===== config.mk =====
export PLATFORM = sky130hd
export DESIGN_NAME = frogger_core
export DESIGN_NICKNAME = d
export VERILOG_FILES = /design/src/source/frog_geom_pkg.sv /design/src/source/frog_game_pkg.sv /design/src/source/lane_bus.sv /design/src/source/frog_mover.sv /design/src/source/lane_traffic.sv /design/src/source/hazard_check.sv /design/src/source/game_fsm.sv /design/src/source/frogger_core.sv
export SDC_FILE = /design/constraint.sdc
export NUM_CORES = 1
export LEC_CHECK = 0
export ABC_CLOCK_PERIOD_IN_PS = 12800
export BUFFER_PORTS_ARGS = -buffer_cell sky130_fd_sc_hd__buf_2
export CAP_MARGIN = 20
export CORE_AREA = 2 2 138 140
export CTS_BUF_LIST = sky130_fd_sc_hd__clkbuf_4 sky130_fd_sc_hd__clkbuf_8
export DETAILED_ROUTE_END_ITERATION = 6
export DIE_AREA = 0 0 140 142
export PLACE_DENSITY = 0.88
export SYNTH_ARGS = -nofsm -noshare
export SYNTH_HDL_FRONTEND = slang
export SYNTH_SLANG_ARGS = --single-unit

===== constraint.sdc =====
create_clock -name clk -period 12.8 [get_ports clk]
set_input_delay 1.28 -clock clk [delete_from_list [all_inputs] [get_ports clk]]
set_output_delay 1.28 -clock clk [all_outputs]
set_load 0.02 [all_outputs]

===== src/source/frog_geom_pkg.sv =====
`default_nettype none

package frog_geom_pkg;

    localparam int screen_w = 640;
    localparam int screen_h = 480;

    // Pixel coordinate wide enough for either screen axis
    typedef logic [9:0] coord_t;

    typedef enum logic [1:0] {
        up    = 2'b00,
        down  = 2'b01,
        left  = 2'b10,
        right = 2'b11
    } facing_t;

    // Home square at the bottom of the playfield, row 14
    localparam coord_t start_x = 10'd304;
    localparam coord_t start_y = 10'd448;

    localparam int goal_row = 0; // Top row ends the level

endpackage

`default_nettype wire


===== src/source/frog_game_pkg.sv =====
`default_nettype none

package frog_game_pkg;

    typedef enum logic [1:0] {
        menu    = 2'b00,
        playing = 2'b01,
        dead    = 2'b10,
        win     = 2'b11
    } game_state_t;

    localparam int n_lanes = 6;

    // Lane i sits on playfield row lane_row0 + i
    localparam int lane_row0 = 2;

    // Bit i set means lane i is water with a log, otherwise road with a car
    localparam logic [n_lanes-1:0] lane_is_river = 6'b000111;

    // Signed drift in pixels per frame tick
    typedef logic signed [9:0] speed_t;

    typedef speed_t [n_lanes-1:0] speed_arr_t;
    typedef frog_geom_pkg::coord_t [n_lanes-1:0] coord_arr_t;

endpackage

`default_nettype wire


===== src/source/lane_bus.sv =====
`default_nettype none

interface lane_bus;
    import frog_game_pkg::*;

    coord_arr_t obj_x;   // Left edge of the object in each lane
    speed_arr_t speed;   // Speeds latched while in the menu
    logic       riding;  // Frog stands on a log
    speed_t     ride_dx; // Speed of the log being ridden

    modport traffic (
        output obj_x,
        output speed
    );

    // Hazard side of the bus
    modport check (
        input  obj_x,
        input  speed,
        output riding,
        output ride_dx
    );

    modport rider (
        input riding,
        input ride_dx
    );

endinterface

`default_nettype wire


===== src/source/frog_mover.sv =====
`default_nettype none

module frog_mover #(
    parameter int block_size = 32,
    parameter int frog_size  = 32
) (
    input  logic                       clk,
    input  logic                       rst,
    input  frog_game_pkg::game_state_t state,
    input  logic                       btn_up,
    input  logic                       btn_down,
    input  logic                       btn_left,
    input  logic                       btn_right,
    input  logic                       frame_tick,
    input  logic                       collision,
    input  logic                       reached_end,
    lane_bus.rider                     ride,
    output frog_geom_pkg::coord_t      frog_x,
    output frog_geom_pkg::coord_t      frog_y,
    output frog_geom_pkg::facing_t     facing
);
    import frog_geom_pkg::*;
    import frog_game_pkg::*;

    localparam int x_max = screen_w - frog_size; // Rightmost legal left edge

    coord_t  step_x;
    coord_t  step_y;
    facing_t step_facing;
    int      drift_x;
    coord_t  next_x;

    // One block step at most, the first pressed button wins even if refused
    always_comb begin
        step_x      = frog_x;
        step_y      = frog_y;
        step_facing = facing;
        if (btn_up) begin
            if (int'(frog_y) >= block_size) begin
                step_y      = coord_t'(int'(frog_y) - block_size);
                step_facing = up;
            end
        end else if (btn_down) begin
            if (int'(frog_y) + frog_size + block_size <= screen_h) begin
                step_y      = coord_t'(int'(frog_y) + block_size);
                step_facing = down;
            end
        end else if (btn_left) begin
            if (int'(frog_x) >= block_size) begin
                step_x      = coord_t'(int'(frog_x) - block_size);
                step_facing = left;
            end
        end else if (btn_right) begin
            if (int'(frog_x) + frog_size + block_size <= screen_w) begin
                step_x      = coord_t'(int'(frog_x) + block_size);
                step_facing = right;
            end
        end
    end

    // Log drift stacks on top of a step taken in the same cycle
    always_comb begin
        drift_x = int'(step_x);
        if (frame_tick && ride.riding) begin
            drift_x = drift_x + int'(ride.ride_dx);
        end

        if (drift_x < 0) begin
            next_x = '0;
        end else if (drift_x > x_max) begin
            next_x = coord_t'(x_max); // A log can push the frog into the edge
        end else begin
            next_x = coord_t'(drift_x);
        end
    end

    always_ff @(posedge clk) begin
        if (rst || collision || reached_end) begin
            frog_x <= start_x;
            frog_y <= start_y;
            facing <= up;
        end else if (state == playing) begin
            frog_x <= next_x;
            frog_y <= step_y;
            facing <= step_facing;
        end
    end

    // The frog must stay fully on screen whatever the logs do
    assert property (@(posedge clk) disable iff (rst)
        int'(frog_x) + frog_size <= screen_w)
        else $error("frog_x %0d puts the frog past the right edge", frog_x);

endmodule

`default_nettype wire


===== src/source/lane_traffic.sv =====
`default_nettype none

module lane_traffic #(
    parameter int object_width = 96
) (
    input  logic                       clk,
    input  logic                       rst,
    input  frog_game_pkg::game_state_t state,
    input  logic                       frame_tick,
    input  frog_game_pkg::speed_arr_t  lane_speeds,
    lane_bus.traffic                   lanes
);
    import frog_geom_pkg::*;
    import frog_game_pkg::*;

    coord_arr_t obj_q;
    speed_arr_t speed_q;

    // Speed magnitude stays below the screen width, so one correction is enough
    function automatic coord_t wrap_step(input coord_t x, input speed_t v);
        int sum;
        sum = int'(x) + int'(v);
        if (sum < 0) begin
            sum = sum + screen_w;
        end else if (sum >= screen_w) begin
            sum = sum - screen_w;
        end
        return coord_t'(sum);
    endfunction

    // Objects start spread out one object width apart
    function automatic coord_t home_x(input int lane);
        return coord_t'((lane * object_width) % screen_w);
    endfunction

    always_ff @(posedge clk) begin
        if (rst) begin
            for (int i = 0; i < n_lanes; i++) begin
                obj_q[i]   <= home_x(i);
                speed_q[i] <= '0;
            end
        end else if (state == menu) begin
            for (int i = 0; i < n_lanes; i++) begin
                obj_q[i]   <= home_x(i);
                speed_q[i] <= lane_speeds[i]; // Held for the whole round
            end
        end else if (state == playing && frame_tick) begin
            for (int i = 0; i < n_lanes; i++) begin
                obj_q[i] <= wrap_step(obj_q[i], speed_q[i]);
            end
        end
    end

    assign lanes.obj_x = obj_q;
    assign lanes.speed = speed_q;

    for (genvar i = 0; i < n_lanes; i++) begin : g_obj_range
        assert property (@(posedge clk) disable iff (rst) int'(obj_q[i]) < screen_w)
            else $error("lane %0d object at x=%0d is off the playfield", i, obj_q[i]);
    end

endmodule

`default_nettype wire


===== src/source/hazard_check.sv =====
`default_nettype none

module hazard_check #(
    parameter int block_size   = 32,
    parameter int frog_size    = 32,
    parameter int object_width = 96
) (
    input  frog_geom_pkg::coord_t frog_x,
    input  frog_geom_pkg::coord_t frog_y,
    lane_bus.check                lanes,
    output logic                  collision,
    output logic                  reached_end
);
    import frog_geom_pkg::*;
    import frog_game_pkg::*;

    int     row;
    int     lane;
    logic   in_lane;
    logic   is_river;
    coord_t obj;
    logic   overlap;
    logic   riding;

    // Distance from b forward to a around the wrapped playfield
    function automatic int gap(input coord_t a, input coord_t b);
        int d;
        d = int'(a) - int'(b);
        if (d < 0) begin
            d = d + screen_w;
        end
        return d;
    endfunction

    always_comb begin
        row      = int'(frog_y) / block_size;
        in_lane  = (row >= lane_row0) && (row < lane_row0 + n_lanes);
        lane     = in_lane ? row - lane_row0 : 0;
        obj      = lanes.obj_x[lane];
        is_river = lane_is_river[lane];
        // Objects wrap around the edge, so overlap is tested both ways
        overlap  = (gap(frog_x, obj) < object_width) || (gap(obj, frog_x) < frog_size);
    end

    assign collision = in_lane && (is_river ? !overlap : overlap);
    assign riding    = in_lane && is_river && overlap;

    assign lanes.riding  = riding;
    assign lanes.ride_dx = riding ? lanes.speed[lane] : speed_t'(0);

    assign reached_end = (int'(frog_y) == goal_row * block_size);

endmodule

`default_nettype wire


===== src/source/game_fsm.sv =====
`default_nettype none

module game_fsm (
    input  logic                       clk,
    input  logic                       rst,
    input  logic                       start,
    input  logic                       collision,
    input  logic                       reached_end,
    output frog_game_pkg::game_state_t state
);
    import frog_game_pkg::*;

    game_state_t state_next;

    always_comb begin
        state_next = state;
        case (state)
            menu: begin
                if (start) state_next = playing;
            end
            playing: begin
                if (collision) begin
                    state_next = dead;
                end else if (reached_end) begin
                    state_next = win;
                end
            end
            dead, win: begin
                if (start) state_next = menu; // Back to the menu for new speeds
            end
        endcase
    end

    always_ff @(posedge clk) begin
        if (rst) begin
            state <= menu;
        end else begin
            state <= state_next;
        end
    end

    // Death only happens during play
    assert property (@(posedge clk) disable iff (rst)
        (state == dead && $past(state) != dead) |-> $past(state) == playing)
        else $error("dead entered from state %s", $past(state));

endmodule

`default_nettype wire


===== src/source/frogger_core.sv =====
`default_nettype none

module frogger_core #(
    parameter int block_size   = 32,
    parameter int frog_size    = 32,
    parameter int object_width = 96
) (
    input  logic                       clk,
    input  logic                       rst,
    input  logic                       start,
    input  logic                       btn_up,
    input  logic                       btn_down,
    input  logic                       btn_left,
    input  logic                       btn_right,
    input  logic                       frame_tick,
    input  frog_game_pkg::speed_arr_t  lane_speeds,
    output frog_geom_pkg::coord_t      frog_x,
    output frog_geom_pkg::coord_t      frog_y,
    output frog_geom_pkg::facing_t     facing,
    output frog_game_pkg::game_state_t game_state,
    output frog_game_pkg::coord_arr_t  lane_obj_x
);
    logic collision;
    logic reached_end;

    lane_bus lanes ();

    frog_mover #(
        .block_size (block_size),
        .frog_size  (frog_size)
    ) i_frog_mover (
        .clk         (clk),
        .rst         (rst),
        .state       (game_state),
        .btn_up      (btn_up),
        .btn_down    (btn_down),
        .btn_left    (btn_left),
        .btn_right   (btn_right),
        .frame_tick  (frame_tick),
        .collision   (collision),
        .reached_end (reached_end),
        .ride        (lanes.rider),
        .frog_x      (frog_x),
        .frog_y      (frog_y),
        .facing      (facing)
    );

    lane_traffic #(
        .object_width (object_width)
    ) i_lane_traffic (
        .clk         (clk),
        .rst         (rst),
        .state       (game_state),
        .frame_tick  (frame_tick),
        .lane_speeds (lane_speeds),
        .lanes       (lanes.traffic)
    );

    hazard_check #(
        .block_size   (block_size),
        .frog_size    (frog_size),
        .object_width (object_width)
    ) i_hazard_check (
        .frog_x      (frog_x),
        .frog_y      (frog_y),
        .lanes       (lanes.check),
        .collision   (collision),
        .reached_end (reached_end)
    );

    game_fsm i_game_fsm (
        .clk         (clk),
        .rst         (rst),
        .start       (start),
        .collision   (collision),
        .reached_end (reached_end),
        .state       (game_state)
    );

    assign lane_obj_x = lanes.obj_x;

endmodule

`default_nettype wire


* Yosys cells after proc, flatten, opt, wreduce, memory -nomap -nowiden
Memories as Yosys holds them, arrays and structs flattened.
Cells that the tools add are included.
** Storage, ports and cells
- Register bits after elaboration :: 144
- Memory bits (read-only) :: 8
- Bits of input ports :: 68
- Output and inout bits :: 84
- Word-level logic and storage cells :: 153
- Memories kept :: 1
** Memories
- (no name shown) :: depth 8, width 1, rd ports 1, clocked after memory_dff 0, write ports 0, RTL line hazard_check.sv:40 : is_river = lane_is_river[lane];
** Operators by class
- Add/sub/neg operators :: 30
- Magnitude comparators :: 25
- Equal/unequal tests :: 9
- Mux-type cells :: 51
- Reduce and logical (&&, ||, !) cells :: 21
** Operators by type and width (count)
- 2-to-1 mux 10 bit :: 29
- 2-to-1 mux 32 bit :: 4
- < comparator 32 x 1 -> 1 bit (second input constant) :: 3
- adder 11 x 10 -> 12 bit :: 7
- >= comparator 12 x 11 -> 1 bit (second input constant) :: 6
- < comparator 12 x 1 -> 1 bit (second input constant) :: 6
- adder 32 x 11 -> 32 bit (second input constant) :: 2
- adder 32 x 7 -> 32 bit (second input constant) :: 2
- adder 10 bit (second input constant) :: 6
- binary-select mux 10 bit (select 3 bit) :: 2
- subtractor 10 bit (second input constant) :: 6
- greater-than comparator 32 x 11 -> 1 bit (second input constant) :: 1
- less-or-equal comparator 32 x 10 -> 1 bit (second input constant) :: 1
- less-or-equal comparator 32 x 11 -> 1 bit (second input constant) :: 1
- < comparator 32 x 5 -> 1 bit (second input constant) :: 1
- < comparator 32 x 7 -> 1 bit (second input constant) :: 1
- < comparator 32 x 8 -> 1 bit (second input constant) :: 1
- 2-to-1 mux 2 bit :: 12
- adder 10 x 6 -> 11 bit (second input constant) :: 2
- subtractor 10 x 10 -> 11 bit :: 2
- >= comparator 10 x 6 -> 1 bit (second input constant) :: 2
- subtractor 10 x 6 -> 10 bit (second input constant) :: 2
- logical NOT 10 bit :: 1
- nonzero test 4 bit :: 2
- 21 further kinds :: 34

* Depth between registers and ports, before layout
- Depth in word-level cells :: 18
- Gate-level depth with buffers :: 41
- Depth with buffers taken out :: 37

* By module
A second synthesis with hierarchy kept.
** Unflattened totals
- Cell total of the unflattened synthesis :: 1644
- Area total of the unflattened synthesis :: 12538.3 sq um
** Modules (own cells, without submodules)
- lane_traffic :: times used 1, cells an instance 999, area each 7852.5 sq um, sequential area each 2402.3 sq um
- frog_mover :: times used 1, cells an instance 314, area each 2362.3 sq um, sequential area each 340.3 sq um
- hazard_check :: times used 1, cells an instance 322, area each 2237.1 sq um, sequential area each 0.0 sq um
- game_fsm :: times used 1, cells an instance 9, area each 86.3 sq um, sequential area each 40.0 sq um

* Worst setup path after synthesis
Ideal clock, no wire load.
- Kind :: register to register
- From :: register i_frog_mover.frog_y[7]
- To :: register i_frog_mover.frog_x[7]
- Setup time :: 61 ps
- Arrival :: 8024 ps
- Required time :: 12739 ps
- Setup slack :: 4716 ps
- Stages on the path, launching flop included :: 39
- Path buffers :: 5
- Period minus slack after synthesis :: 8084 ps
- Path through :: dfxtp_1 buf_2 inv_1 ha_1 nor2b_1 o21ai_0 clkbuf_1 mux2i_1 nor2_1 a221o_1 ha_1 clkbuf_1 and3_1 a31oi_1 o21ai_0 mux2i_1 o31ai_1 a31oi_1 (+3 left out) o32ai_1 a21o_1 buf_6 buf_2 nor2_1 ha_1 a21o_1 a211o_1 a2111o_1 and2_1 a211oi_1 a31o_2 nand2_1 a22o_1 nand2b_1 or4_1 o311ai_1 and3_1
** On the way
- Cells in the longest elaborated chain, start to end :: 18
- Elaborated cells between the ends (all ways) :: 41
- Those cells by class :: add/sub (6); order compare (8); mux (16); reduce/logical (10); memory (1)
** RTL lines
- from (decl) :: RTL line frog_mover.sv:19 : output frog_geom_pkg::coord_t frog_y,
- from (signal assigned) :: RTL line frog_mover.sv:80 : frog_y <= start_y;
- from (signal assigned) :: RTL line frog_mover.sv:84 : frog_y <= step_y;
- >= comparator 5 x 2 -> 1 bit or < comparator 5 x 4 -> 1 bit (tied branches) :: RTL line hazard_check.sv:37 : in_lane = (row >= lane_row0) && (row < lane_row0 + n_lanes);
- logical AND 1 bit :: RTL line hazard_check.sv:37
- 2-to-1 mux 32 bit :: RTL line hazard_check.sv:38 : lane = in_lane ? row - lane_row0 : 0;
- binary-select mux 10 bit (select 3 bit) :: RTL line hazard_check.sv:39 : obj = lanes.obj_x[lane];
- 2-to-1 mux 10 bit (implied by the code) (2 in series) :: RTL line hazard_check.sv:39
- subtractor 10 x 10 -> 11 bit :: RTL line hazard_check.sv:28 : d = int'(a) - int'(b);
- adder 32 x 11 -> 32 bit or < comparator 32 x 1 -> 1 bit (tied branches) :: RTL line hazard_check.sv:30, hazard_check.sv:29
- 2-to-1 mux 32 bit :: RTL line hazard_check.sv:29 : if (d < 0) begin
- < comparator 32 x 8 -> 1 bit or < comparator 32 x 7 -> 1 bit (tied branches) :: RTL line hazard_check.sv:42 : overlap = (gap(frog_x, obj) < object_width) || (gap(obj, frog_x) < frog_size);
- logical OR 1 bit :: RTL line hazard_check.sv:42
- logical AND 1 bit :: RTL line hazard_check.sv:46 : assign riding = in_lane && is_river && overlap;
- 2-to-1 mux 10 bit :: RTL line hazard_check.sv:49 : assign lanes.ride_dx = riding ? lanes.speed[lane] : speed_t'(0);
- adder 11 x 10 -> 12 bit :: RTL line frog_mover.sv:65 : drift_x = drift_x + int'(ride.ride_dx);
- 2-to-1 mux 32 bit :: RTL line frog_mover.sv:64 : if (frame_tick && ride.riding) begin
- greater-than comparator 32 x 11 -> 1 bit :: RTL line frog_mover.sv:70 : end else if (drift_x > x_max) begin
- 2-to-1 mux 10 bit :: RTL line frog_mover.sv:70
- 2-to-1 mux 10 bit :: RTL line frog_mover.sv:68 : if (drift_x < 0) begin
- to (signal assigned) :: RTL line frog_mover.sv:79 : frog_x <= start_x;
- to (signal assigned) :: RTL line frog_mover.sv:83 : frog_x <= next_x;
- to (decl) :: RTL line frog_mover.sv:18 : output frog_geom_pkg::coord_t frog_x,
Several ways; a longest one is shown, not always the timed one. The select of a mux whose other input is x is not followed.
A chain may end at the register's enable or synchronous reset.

* Final worst setup path
- From :: register i_frog_mover.frog_y[6]
- To :: register i_frog_mover.frog_x[7]
Same word-level chain as after synthesis.

==> results_dict.tcl <==
set metrics [dict create \
    ir_drop_v 0.0000769 \
    die_w_um 140 \
    p_per_area_mw_per_mm2 89.9 \
    syn-cell-area_sq_mm 0.0118 \
    violations "design-rule violations" \
    fp.dieH_um 142 \
    gr-total-overflow 0 \
    combPwrFrac 0.273 \
    ys_ff_latch 139 \
    core_area_sq_mm 0.0185 \
    io_buffers 146 \
    tns_ns 0 \
    layout_commonest_cell "nand2_1" \
    grt_pass1_vias 11900 \
    synthTopCellsByArea "dfxtp_1 (24%), ha_1 (14%), nand2_1 (9.0%), a21oi_1 (7.3%), inv_1 (3.8%)" \
    drv_cap 0 \
    achievable-frequency_mhz 111 \
    clk_path_buf_depth 2 \
    ys_seq_area_frac 0.236 \
    switching_share 0.386 \
    num_antenna_cells 0 \
    io_pins 152 \
    ys.flop_type "dfxtp_1" \
    fin_ws_ns 3.83 \
    antenna_found_initial 0 \
    syn_avg_cell_area_sq_um 7.43 \
    yosysTopAreaCell "dfxtp_1" \
    syn2layout_area_growth_pct 10.8 \
    clk_pin_slew_ns 0.09 \
    finalHoldViolCount 0 \
    crit_slowest_cell "dfxtp_1" \
    slowest_delay_ns 0.68 \
    setup_violations 0 \
    syn_inst 1587 \
    vias 12400 \
    place_ws_ns 4.01 \
    path_buf_inv 2 \
    synth_edf_count 0 \
    finalPower_mw 1.18 \
    post-cts-setup-buffers 0 \
    crit_top_cell "ha_1" \
    period_minus_slack_ns 8.97 \
    wl_per_cell_um 19.7 \
    crit_arrival_ns 9.39 \
    nets 1902 \
    worstSetupPathType "reg2reg" \
    dp_cells 1911 \
    gp_congestion 0.983 \
    die_area_sq_mm 0.0199 \
    slew_headroom 0.382 \
    final_cell_mix "nand2_1 (281), a21oi_1 (172), buf_2 (146)" \
    route.detailed.drc 8 \
    end_kind "register" \
    rsz0062_at_grt "no" \
    cts_tree "yes" \
    grt_pass1_wl_um 60800 \
    clkPwrFrac 0.319 \
    status "complete, but fails checks" \
    p_leak_nw 5.84 \
    drt_wl_total_um 38300 \
    skew_ns 0.0247 \
    reg2reg_slack_ns 3.83 \
    hold_buffers 0 \
    hold_path_class "reg2reg" \
    hpwl_um 28600 \
    rows 50 \
    cts.sinks 139 \
    cts_root_buf "clkbuf_8" \
    crit_fanout 28 \
    cp_top_family "compound AO/OA/AOI/OAI gates" \
    ys_warn_count 0 \
    grtUsageTotal 0.384 \
    drtPass1Iterations 7 \
    grt_max_degree 62 \
    seq_power_share 0.408 \
    cts_htree_levels 4 \
    drt_iter0_markers 1057 \
    p_int_mw 0.722 \
    drive_gt1_frac 0.137 \
    vias_per_cell 6.39 \
    cp-start-kind "register" \
    clock_latency_ns 0.49 \
    required_ns 13.21 \
    slew_viol_final 0 \
    worst_slew_pin_slew_ns 0.924 \
    yosys.cell_types.count 89 \
    fin_util 0.709 \
    p_sw_mw 0.453 \
    ant_nets 0 \
    synthArstFlopShare 0 \
    final_cells 1946 \
    fin_crit_sh 0.701 \
    cts_resized 0 \
    yosysTopAreaCellShare 0.236 \
    start_util 0.639 \
    cts_made_buffers 17 \
]
-- layout make-up --
| type | count | area (sq um) |
|---|---|---|
| multi-input cells | 1257 | 8290 |
| fillers | 1483 | 5380 |
| flip-flops and latches | 139 | 2780 |
| repair buffers | 162 | 850 |
| inverters | 122 | 458 |
| well taps | 234 | 293 |
| clock buffers | 17 | 234 |
| clock inverters | 15 | 173 |
-- cell usage after synthesis (all sizes together), types with 8 or more instances --
master / instances
a211oi: 15
a21boi: 8
a21o: 25
a21oi: 172
a22o: 15
a31oi: 12
a32oi: 13
and2: 12
and3: 11
buf: 20
clkbuf: 53
dfxtp: 139
ha: 128
inv: 120
mux2i: 18
nand2: 282
nand2b: 19
nand3: 37
nor2: 97
nor2b: 23
nor3: 35
o211ai: 29
o21a: 13
o21ai: 75
o221ai: 9
o311ai: 10
or2: 8
or3: 10
xnor2: 49
xor2: 16
-- power by group through the flow --
stage	Sequential [mW]	Combinational, mW	Clock [mW]
after global placement	0.488	0.302	0
after floorplan	0.483	0.229	0
after global routing	0.481	0.354	0.393
final	0.479	0.321	0.375
after CTS	0.478	0.314	0.375
after detailed placement	0.488	0.311	0
-- worst min-delay path: stages, from the launching register on --
cell and delay [ns]:
dfxtp_1 0.34, nand2_1 0.06, a21oi_1 0.05
-- worst paths after layout --
kind | startpoint | end | cells past startpoint
hold / removal | i_lane_traffic.lanes.speed[24] | i_lane_traffic.lanes.speed[24] | 2
hold reg to reg | i_lane_traffic.lanes.speed[24] | i_lane_traffic.lanes.speed[24] | 2
setup reg to reg | i_frog_mover.frog_y[6] | i_frog_mover.frog_x[7] | 35
setup / recovery | i_frog_mover.frog_y[6] | i_frog_mover.frog_x[7] | 35
-- registers in the layout, indices dropped and copies added, names as in the netlist --
name	cells
i_frog_mover.facing	2
i_frog_mover.frog_x	10
i_frog_mover.frog_y	5
i_game_fsm.state	2
i_lane_traffic.lanes.obj_x	60
i_lane_traffic.lanes.speed	60
-- logic make-up after synthesis --
group           after synthesis  share of synthesized area
xor+xnor                     65                     0.0482
buf+inv                     195                     0.0655
mux                          23                     0.0204
other cells                   1                   0.000318
flops                       139                      0.236
compound gates              464                      0.264
fa+ha+maj                   135                      0.148
simple gates                565                      0.218
-- layer usage --
layer  vias up  wire, um  global-route usage  share of wire
met4         0      1660               0.162          0.043
li1       5832         -                   -              -
met1      5800     15100               0.465           0.39
met2       672     17700               0.661           0.46
met5         -         0                   0              0
met3       134      3840              0.0845           0.10
-- metrics by stage --
step / instance area [sq um] / hold WS (ns)
2_1_floorplan: 11800 / 0.453
3_3_place_gp: 12600 / 0.464
3_5_place_dp: 12600 / 0.474
4_1_cts: 13100 / 0.488
5_1_grt: 13100 / 0.515
6_report: 13100 / 0.487
No activity file was read; power rests on OpenSTA's default activity.
